===== src/logic/traffic_pkg.sv =====
`default_nettype none
// ----------------------------------------------------------------------
// Traffic tester shared definitions
// Stream and AXI-Lite widths, pattern seed, register map, response
// codes and the beat and bus structs used across the tester
// ----------------------------------------------------------------------

package traffic_pkg;

    // ------------------------------------------------------------------
    // Widths
    // ------------------------------------------------------------------
    localparam int AXIS_DATA_W = 64;
    localparam int CNT_W       = 32;
    localparam int AXIL_ADDR_W = 32;
    localparam int AXIL_DATA_W = 32;

    // First beat of every generated packet
    localparam logic [AXIS_DATA_W-1:0] PATTERN_SEED = 64'hcafe_beef_cafe_beef;

    // ------------------------------------------------------------------
    // Register map
    // ------------------------------------------------------------------
    // Word index taken from address bits 3:2
    localparam logic [1:0] REG_TX_COUNT  = 2'd0;
    localparam logic [1:0] REG_RX_COUNT  = 2'd1;
    localparam logic [1:0] REG_ERR_COUNT = 2'd2;
    localparam logic [1:0] REG_CONTROL   = 2'd3;

    // Byte addresses at or above this fall outside the map
    localparam logic [AXIL_ADDR_W-1:0] REG_SPAN = 32'd16;

    typedef enum logic [1:0] {
        RESP_OKAY   = 2'b00,
        RESP_SLVERR = 2'b10
    } axil_resp_t;

    // ------------------------------------------------------------------
    // Structs
    // ------------------------------------------------------------------
    // One stream beat, tdata plus tlast
    typedef struct packed {
        logic [AXIS_DATA_W-1:0] data;
        logic                   last;
    } axis_beat_t;

    // Write address and data, taken together
    typedef struct packed {
        logic [AXIL_ADDR_W-1:0] addr;
        logic [AXIL_DATA_W-1:0] data;
    } axil_wr_t;

    typedef struct packed {
        logic [AXIL_DATA_W-1:0] data;
        axil_resp_t             resp;
    } axil_rd_t;

    // Pattern step, rotate right by one bit
    function automatic logic [AXIS_DATA_W-1:0] rotr1(input logic [AXIS_DATA_W-1:0] word);
        return {word[0], word[AXIS_DATA_W-1:1]};
    endfunction

endpackage

`default_nettype wire

===== src/logic/traffic_test_top.sv =====
`timescale 1ns/1ns
`default_nettype none
// ----------------------------------------------------------------------
// Traffic tester top level
// Pattern generator, pattern checker and statistics registers
// ----------------------------------------------------------------------

module traffic_test_top #(
    parameter int PKT_LEN = 16,
    parameter int IFG_LEN = 5
) (
    input  wire                                aclk,
    input  wire                                aresetn,
    // Stream out
    output traffic_pkg::axis_beat_t            m_beat,
    output logic                               m_valid,
    input  wire                                m_ready,
    // Stream in
    input  wire traffic_pkg::axis_beat_t       s_beat,
    input  wire                                s_valid,
    output logic                               s_ready,
    // AXI-Lite
    input  wire                                awvalid,
    input  wire                                wvalid,
    input  wire traffic_pkg::axil_wr_t         wr_req,
    output logic                               awready,
    output logic                               wready,
    output logic                               bvalid,
    output traffic_pkg::axil_resp_t            bresp,
    input  wire                                bready,
    input  wire [traffic_pkg::AXIL_ADDR_W-1:0] araddr,
    input  wire                                arvalid,
    output logic                               arready,
    output logic                               rvalid,
    output traffic_pkg::axil_rd_t              rd_rsp,
    input  wire                                rready
);

    logic pkt_sent;
    logic pkt_good;
    logic pkt_bad;
    logic hold;

    pattern_generator #(
        .PKT_LEN (PKT_LEN),
        .IFG_LEN (IFG_LEN)
    ) gen_i (
        .aclk     (aclk),
        .aresetn  (aresetn),
        .hold     (hold),
        .m_beat   (m_beat),
        .m_valid  (m_valid),
        .m_ready  (m_ready),
        .pkt_sent (pkt_sent)
    );

    pattern_checker #(
        .PKT_LEN (PKT_LEN)
    ) chk_i (
        .aclk     (aclk),
        .aresetn  (aresetn),
        .s_beat   (s_beat),
        .s_valid  (s_valid),
        .s_ready  (s_ready),
        .pkt_good (pkt_good),
        .pkt_bad  (pkt_bad)
    );

    stats_regs regs_i (
        .aclk     (aclk),
        .aresetn  (aresetn),
        .awvalid  (awvalid),
        .wvalid   (wvalid),
        .wr_req   (wr_req),
        .awready  (awready),
        .wready   (wready),
        .bvalid   (bvalid),
        .bresp    (bresp),
        .bready   (bready),
        .araddr   (araddr),
        .arvalid  (arvalid),
        .arready  (arready),
        .rvalid   (rvalid),
        .rd_rsp   (rd_rsp),
        .rready   (rready),
        .pkt_sent (pkt_sent),
        .pkt_good (pkt_good),
        .pkt_bad  (pkt_bad),
        .hold     (hold)
    );

endmodule

`default_nettype wire


===== src/logic/stats_regs.sv =====
`timescale 1ns/1ns
`default_nettype none
// ----------------------------------------------------------------------
// Statistics registers
// AXI4-Lite slave with tx, good and bad packet counters and the hold
// bit that clears the counts and pauses the generator
// ----------------------------------------------------------------------

module stats_regs (
    input  wire                                aclk,
    input  wire                                aresetn,
    // Write channels
    input  wire                                awvalid,
    input  wire                                wvalid,
    input  wire traffic_pkg::axil_wr_t         wr_req,
    output logic                               awready,
    output logic                               wready,
    output logic                               bvalid,
    output traffic_pkg::axil_resp_t            bresp,
    input  wire                                bready,
    // Read channels
    input  wire [traffic_pkg::AXIL_ADDR_W-1:0] araddr,
    input  wire                                arvalid,
    output logic                               arready,
    output logic                               rvalid,
    output traffic_pkg::axil_rd_t              rd_rsp,
    input  wire                                rready,
    // Packet events
    input  wire                                pkt_sent,
    input  wire                                pkt_good,
    input  wire                                pkt_bad,
    output logic                               hold
);
    import traffic_pkg::*;

    // Counters indexed by their register word
    logic [2:0][CNT_W-1:0] count;
    logic [2:0]            pulse;
    logic                  wr_accept;
    logic                  wr_ctrl;
    logic                  rd_accept;
    axil_rd_t              rd_next;

    assign pulse[REG_TX_COUNT]  = pkt_sent;
    assign pulse[REG_RX_COUNT]  = pkt_good;
    assign pulse[REG_ERR_COUNT] = pkt_bad;

    // ------------------------------------------------------------------
    // Address decode
    // ------------------------------------------------------------------
    assign awready   = !bvalid;
    assign wready    = !bvalid;
    assign wr_accept = awvalid && wvalid && !bvalid;
    assign wr_ctrl   = (wr_req.addr < REG_SPAN) && (wr_req.addr[3:2] == REG_CONTROL);

    assign arready   = !rvalid;
    assign rd_accept = arvalid && !rvalid;

    always_comb begin
        rd_next.data = '0;
        rd_next.resp = RESP_OKAY;
        if (araddr >= REG_SPAN) begin
            rd_next.resp = RESP_SLVERR;
        end else if (araddr[3:2] == REG_CONTROL) begin
            rd_next.data = AXIL_DATA_W'(hold);
        end else begin
            rd_next.data = AXIL_DATA_W'(count[araddr[3:2]]);
        end
    end

    // ------------------------------------------------------------------
    // Response handshakes and control bit
    // ------------------------------------------------------------------
    always_ff @(posedge aclk or negedge aresetn) begin
        if (!aresetn) begin
            bvalid <= 1'b0;
            rvalid <= 1'b0;
            hold   <= 1'b0;
        end else begin
            if (wr_accept) begin
                bvalid <= 1'b1;
            end else if (bready) begin
                bvalid <= 1'b0;
            end
            if (rd_accept) begin
                rvalid <= 1'b1;
            end else if (rready) begin
                rvalid <= 1'b0;
            end
            if (wr_accept && wr_ctrl) begin
                hold <= wr_req.data[0];
            end
        end
    end

    always_ff @(posedge aclk) begin
        if (wr_accept) begin
            bresp <= wr_ctrl ? RESP_OKAY : RESP_SLVERR;
        end
        if (rd_accept) begin
            rd_rsp <= rd_next;
        end
    end

    // Counts sit at zero while held, events dropped
    always_ff @(posedge aclk or negedge aresetn) begin
        if (!aresetn) begin
            count <= '0;
        end else if (hold) begin
            count <= '0;
        end else begin
            for (int i = 0; i < 3; i++) begin
                if (pulse[i]) begin
                    count[i] <= count[i] + 1'b1;
                end
            end
        end
    end

    a_b_hold: assert property (@(posedge aclk) disable iff (!aresetn)
        bvalid && !bready |=> bvalid && $stable(bresp));

    a_r_hold: assert property (@(posedge aclk) disable iff (!aresetn)
        rvalid && !rready |=> rvalid && $stable(rd_rsp));

endmodule

`default_nettype wire


===== src/logic/pattern_checker.sv =====
`timescale 1ns/1ns
`default_nettype none
// ----------------------------------------------------------------------
// Pattern checker
// Grades packets on an AXI-Stream slave against the rotate-right rule
// and the fixed packet length, one good or bad pulse per packet
// ----------------------------------------------------------------------

module pattern_checker #(
    parameter int PKT_LEN = 16
) (
    input  wire                     aclk,
    input  wire                     aresetn,
    input  wire traffic_pkg::axis_beat_t s_beat,
    input  wire                     s_valid,
    output logic                    s_ready,
    output logic                    pkt_good,
    output logic                    pkt_bad
);
    import traffic_pkg::*;

    localparam int BEAT_W = $clog2(PKT_LEN + 1);

    typedef enum logic [1:0] {
        CK_IDLE      = 2'b00,
        CK_COMPARE   = 2'b01,
        CK_WAIT_LAST = 2'b10,
        CK_FINISH    = 2'b11
    } chk_state_t;

    chk_state_t             state;
    logic [AXIS_DATA_W-1:0] expected;
    logic [BEAT_W-1:0]      beat_cnt;
    logic                   ok;
    logic                   beat_xfer;
    logic                   opening;
    logic                   at_len;
    logic                   data_match;

    assign beat_xfer  = s_valid && s_ready;
    // Finish doubles as idle so a back-to-back packet is taken
    assign opening    = beat_xfer && (state == CK_IDLE || state == CK_FINISH);
    assign at_len     = (beat_cnt == BEAT_W'(PKT_LEN - 1));
    assign data_match = (s_beat.data == expected);

    assign pkt_good = (state == CK_FINISH) && ok;
    assign pkt_bad  = (state == CK_FINISH) && !ok;

    // ------------------------------------------------------------------
    // Grading FSM
    // ------------------------------------------------------------------
    always_ff @(posedge aclk or negedge aresetn) begin
        if (!aresetn) begin
            state    <= CK_IDLE;
            beat_cnt <= '0;
            ok       <= 1'b1;
            s_ready  <= 1'b0;
        end else begin
            s_ready <= 1'b1;
            case (state)
                CK_IDLE, CK_FINISH: begin
                    if (beat_xfer) begin
                        beat_cnt <= BEAT_W'(1);
                        if (s_beat.last) begin
                            // Single beat closes early
                            ok    <= 1'b0;
                            state <= CK_FINISH;
                        end else begin
                            ok    <= 1'b1;
                            state <= CK_COMPARE;
                        end
                    end else begin
                        state <= CK_IDLE;
                    end
                end
                CK_COMPARE: begin
                    if (beat_xfer) begin
                        beat_cnt <= beat_cnt + 1'b1;
                        if (s_beat.last) begin
                            ok    <= ok && data_match && at_len;
                            state <= CK_FINISH;
                        end else if (at_len) begin
                            // Length reached without tlast
                            ok    <= 1'b0;
                            state <= CK_WAIT_LAST;
                        end else begin
                            ok <= ok && data_match;
                        end
                    end
                end
                CK_WAIT_LAST: begin
                    if (beat_xfer && s_beat.last) begin
                        state <= CK_FINISH;
                    end
                end
                default: state <= CK_IDLE;
            endcase
        end
    end

    always_ff @(posedge aclk) begin
        if (opening) begin
            expected <= rotr1(s_beat.data);
        end else if (beat_xfer) begin
            expected <= rotr1(expected);
        end
    end

    // One grade per packet, right after a closing beat
    a_one_grade: assert property (@(posedge aclk) disable iff (!aresetn)
        (pkt_good || pkt_bad) |-> !(pkt_good && pkt_bad) && $past(beat_xfer && s_beat.last));

endmodule

`default_nettype wire


===== src/logic/pattern_generator.sv =====
`timescale 1ns/1ns
`default_nettype none
// ----------------------------------------------------------------------
// Pattern generator
// Sends fixed-length rotating-pattern packets on an AXI-Stream master
// with a fixed idle gap, and pauses at a gap while hold is set
// ----------------------------------------------------------------------

module pattern_generator #(
    parameter int PKT_LEN = 16,
    parameter int IFG_LEN = 5
) (
    input  wire                     aclk,
    input  wire                     aresetn,
    input  wire                     hold,
    output traffic_pkg::axis_beat_t m_beat,
    output logic                    m_valid,
    input  wire                     m_ready,
    output logic                    pkt_sent
);
    import traffic_pkg::*;

    localparam int BEAT_W = $clog2(PKT_LEN + 1);
    localparam int GAP_W  = $clog2(IFG_LEN + 1);

    typedef enum logic {
        ST_GAP,
        ST_PKT
    } gen_state_t;

    gen_state_t             state;
    logic [BEAT_W-1:0]      beat_cnt;
    logic [GAP_W-1:0]       gap_cnt;
    logic [AXIS_DATA_W-1:0] rot_word;
    logic                   last_beat;
    logic                   gap_done;
    logic                   beat_xfer;

    assign last_beat = (beat_cnt == BEAT_W'(PKT_LEN - 1));
    assign gap_done  = (gap_cnt == GAP_W'(IFG_LEN - 1));
    assign beat_xfer = m_valid && m_ready;

    assign m_valid     = (state == ST_PKT);
    assign m_beat.data = rot_word;
    assign m_beat.last = last_beat;
    assign pkt_sent    = beat_xfer && last_beat;

    // ------------------------------------------------------------------
    // Gap / packet sequencing
    // ------------------------------------------------------------------
    always_ff @(posedge aclk or negedge aresetn) begin
        if (!aresetn) begin
            state    <= ST_GAP;
            gap_cnt  <= '0;
            beat_cnt <= '0;
        end else begin
            case (state)
                ST_GAP: begin
                    // Gap runs every cycle, then waits here while held
                    if (gap_done) begin
                        if (!hold) begin
                            state    <= ST_PKT;
                            beat_cnt <= '0;
                        end
                    end else begin
                        gap_cnt <= gap_cnt + 1'b1;
                    end
                end
                ST_PKT: begin
                    if (beat_xfer) begin
                        if (last_beat) begin
                            state   <= ST_GAP;
                            gap_cnt <= '0;
                        end else begin
                            beat_cnt <= beat_cnt + 1'b1;
                        end
                    end
                end
                default: state <= ST_GAP;
            endcase
        end
    end

    // Seed reloads through the whole gap
    always_ff @(posedge aclk) begin
        if (state == ST_GAP) begin
            rot_word <= PATTERN_SEED;
        end else if (beat_xfer) begin
            rot_word <= rotr1(rot_word);
        end
    end

    // Stalled beat stays offered and unchanged
    a_beat_stable: assert property (@(posedge aclk) disable iff (!aresetn)
        m_valid && !m_ready |=> m_valid && $stable(m_beat));

endmodule

`default_nettype wire


===== config.mk =====
export PLATFORM = sky130hd
export DESIGN_NAME = traffic_test_top
export DESIGN_NICKNAME = d
export VERILOG_FILES = /design/src/logic/traffic_pkg.sv /design/src/logic/traffic_test_top.sv /design/src/logic/stats_regs.sv /design/src/logic/pattern_checker.sv /design/src/logic/pattern_generator.sv
export SDC_FILE = /design/constraint.sdc
export NUM_CORES = 1
export LEC_CHECK = 0
export ABC_AREA = 1
export BUFFER_PORTS_ARGS = -buffer_cell sky130_fd_sc_hd__buf_4
export CORE_UTILIZATION = 60
export CTS_CLUSTER_DIAMETER = 120
export CTS_CLUSTER_SIZE = 30
export DETAILED_ROUTE_END_ITERATION = 16
export HOLD_SLACK_MARGIN = 0.12
export PLACE_DENSITY = 0.83
export SYNTH_ARGS = -nofsm -noshare
export SYNTH_HDL_FRONTEND = slang
export SYNTH_HIERARCHICAL = 1
export SYNTH_SLANG_ARGS = --single-unit

===== constraint.sdc =====
create_clock -name aclk -period 5.54 [get_ports aclk]
set_clock_uncertainty 0.1 [all_clocks]
set_input_delay 1.108 -clock aclk [delete_from_list [all_inputs] [get_ports aclk]]
set_output_delay 1.108 -clock aclk [all_outputs]
set_load 0.1 [all_outputs]

==> results_dict.tcl <==
set metrics [dict create \
    numCtsBuffers 13 \
    cp.buffers_inverters 1 \
    synth_seq_cells 279 \
    finalSetupViolations 0 \
    outcome "finished clean" \
    cts_tree "done" \
    cp-end-kind "output pin" \
    grt_start_max_net_pins 55 \
    ys_types 50 \
    path_common_cell "ha_1" \
    routed_via_density 5.37 \
    slew_viol_final 0 \
    netlist_instances 1997 \
    cts_resized 0 \
    maxSlewHeadroom_pct 18.9 \
    diodes 0 \
    yosys_most_used_dff "dfrtp_1" \
    tightest_slew_ns 1.21 \
    fin_crit_sh_pct 56.6 \
    nNetsFinal 2385 \
    cts_hold_buf 0 \
    critPathMaxStageDelay_ns 0.44 \
    grt-ovfl-total 0 \
    min_period_ns 3.14 \
    totalWireLength_mm 37.4 \
    gp_congestion 0.925 \
    clkTransAtPathRegs_ns 0.11 \
    die_y_um 160 \
    final.setup.worst_slack_ns 2.40 \
    cts_setup_buffers 0 \
    layout-drive-gt1-share_pct 15.8 \
    wl_per_cell_um 14.8 \
    drt_iter0_markers 1206 \
    grt_setup_unrepaired "no" \
    grt_pass1_wl_mm 60.5 \
    cp-start-kind "flop" \
    required_ns 4.33 \
    ctsHtreeMaxLevel 1 \
    coreArea_mm2 0.0245 \
    io_pins 278 \
    area_growth_pct 15.4 \
    multi_input_area_mm2 0.00634 \
    p_per_area_mw_per_mm2 401 \
    vias 13600 \
    die_w_um 160 \
    worstPathCellList "ha_1 > nand2_1 > nor2_1 > ha_1 > buf_4" \
    cts.sinks 279 \
    dp_slack_ns 1.90 \
    ir_drop_mv 0.772 \
    hp-class "flop to flop" \
    cellLeakagePower_nw 8.08 \
    antenna_found_initial 0 \
    ant_nets 0 \
    crit_slowest_cell "dfrtp_1" \
    clockBufferDepth 3 \
    cts_root_buf "clkbuf_16" \
    dp_hpwl_mm 27.6 \
    dieArea_mm2 0.0257 \
    drc 0 \
    tns_ns 0 \
    fmax_mhz 319 \
    utilization_pct 71.1 \
    synthArstFlopShare_pct 41.9 \
    clk_latency_ns 0.51 \
    worstPathMaxFanout 5 \
    whs_ns 0.383 \
    synth_area_mm2 0.0151 \
    rows 57 \
    arrival_ns 1.93 \
    crit_family "adder cells" \
    avgSynthCellArea_um2 7.54 \
    path_class "flop to output pin" \
    drt_pre_antenna_iters 5 \
    initial_core_util_pct 61.6 \
    port_buffers 240 \
    maxCapViolations 0 \
    grtUsageTotal_pct 28.7 \
    seq_area_mm2 0.00715 \
    hold_viol_final 0 \
    ys.warnings.count 6 \
    synth-edff-count 98 \
    seq_area_frac_synth_pct 47.5 \
    grt_pass1_vias 12800 \
    n_fill_cell 1954 \
]
-- metrics by stage --
step,cell area [µm²],cells,power [W]
floorplan,15100,1998,0.00518
global placement,17000,2512,0.00580
detailed placement,17000,2512,0.00586
CTS,17400,2534,0.00699
global route,17400,2534,0.00725
finish,17400,2534,0.00697
-- synthesized netlist by cell type (15+ instances only) --
library cell	instances	share of area, %
a21oi_1	69	2.3
a22oi_1	59	2.9
buf_2	27	0.90
dfrtp_1	116	19
dfxtp_1	64	8.5
edfxtp_1	98	20
inv_1	310	7.7
inv_2	15	0.37
nand2_1	519	13
nand3_1	67	2.2
nand4_1	26	1.1
nor2_1	324	8.1
nor2_2	18	0.75
o21ai_0	100	3.3
o22ai_1	17	0.71
-- power by group --
part           internal, W  total [W]  switching (W)  leakage [nW]
Clock             0.000473    0.00114       0.000665         0.189
Combinational     0.000667    0.00315        0.00248          4.84
Sequential         0.00250    0.00269       0.000186          3.06
Total              0.00364    0.00697        0.00333          8.08
-- state kept, by name, summed over array words and instances, names as in the netlist --
signal          flops
chk_i/beat_cnt      5
chk_i/expected     64
chk_i/ok            1
chk_i/s_ready       1
chk_i/state         2
gen_i/beat_cnt      5
gen_i/gap_cnt       3
gen_i/m_valid       1
gen_i/rot_word     64
regs_i/bresp        1
regs_i/bvalid       1
regs_i/count       96
regs_i/hold         1
regs_i/rd_rsp      33
regs_i/rvalid       1
-- path summary, 6_finish.rpt --
check	from	to	slack (ns)	depth (start not counted)
worst max-delay path	gen_i/beat_cnt[0]	m_beat[0]	2.40	5
worst min-delay path	gen_i/rot_word[52]	gen_i/rot_word[52]	0.38	2
worst max register to register	gen_i/m_valid	regs_i/count[17]	2.66	13
worst min register to register	gen_i/rot_word[52]	gen_i/rot_word[52]	0.38	2
max in group asynchronous	aresetn	gen_i/beat_cnt[4]	3.82	2
min in group asynchronous	aresetn	regs_i/count[90]	0.46	1
-- cell type report --
class / count / share of cell area, %
clock inverter: 2 / 0.166
sequential: 279 / 41.2
multi-input combinational: 1334 / 36.5
tap: 324 / 2.33
timing repair buffer: 249 / 10.8
clock buffer: 20 / 2.08
inverter: 326 / 7.04
-- metal layers --
layer	track usage [%]	wire length, µm
met3	4.03	2950
met1	39.1	16000
met2	48.5	17700
met5	0	0
met4	6.67	824
-- cells in the final DEF, fill, tap and decap left out, types with 2 or more instances in the layout --
| master | Yosys | final |
|---|---|---|
| a31oi_1 | 8 | 8 |
| edfxtp_1 | 98 | 98 |
| conb_1 | 2 | 3 |
| a22oi_1 | 59 | 59 |
| nor2_1 | 324 | 323 |
| o22ai_1 | 17 | 17 |
| xor2_1 | 2 | 2 |
| dfxtp_1 | 64 | 64 |
| nor3_2 | 3 | 3 |
| nand3b_1 | 5 | 5 |
| xnor2_1 | 13 | 13 |
| ha_1 | 12 | 12 |
| a211oi_1 | 3 | 3 |
| inv_2 | 15 | 17 |
| nand4_1 | 26 | 26 |
| nor2_4 | 13 | 14 |
| or2_2 | 2 | 2 |
| clkbuf_16 | 0 | 13 |
| nand3_2 | 9 | 9 |
| or2_0 | 2 | 2 |
| a21oi_1 | 69 | 69 |
| nand3_1 | 67 | 67 |
| nor3_1 | 11 | 11 |
| nand2_2 | 7 | 7 |
| dfrtp_1 | 116 | 116 |
| o21ai_0 | 100 | 100 |
| a2bb2oi_1 | 11 | 11 |
| nand2_4 | 2 | 2 |
| clkbuf_1 | 13 | 6 |
| o21ai_1 | 9 | 8 |
| nor2_2 | 18 | 18 |
| inv_1 | 310 | 309 |
| nand2_1 | 519 | 519 |
| a22oi_2 | 10 | 10 |
| buf_4 | 7 | 249 |
-- worst register-to-register path, delay by kind of cell, from the launching register on --
family | cells | cell delay [ns]
buffers and inverters | 4 | 1.25
DFF | 1 | 0.45
and+or+nand+nor | 9 | 1.00
-- logic make-up (layout without fill, tap and decap cells) --
| family | Yosys count | in the layout | share of synthesized area, % |
|---|---|---|---|
| AOI/OAI and AO/OA | 293 | 293 | 11.9 |
| xor gates and xnor gates | 15 | 15 | 0.872 |
| adders and majority gates | 12 | 12 | 0.997 |
| buffers and inverters | 385 | 597 | 10.5 |
| DFF | 279 | 279 | 47.5 |
| other | 2 | 3 | 0.0499 |
| and+or+nand+nor | 1011 | 1011 | 28.2 |
Power figures use the tool's default switching activity.
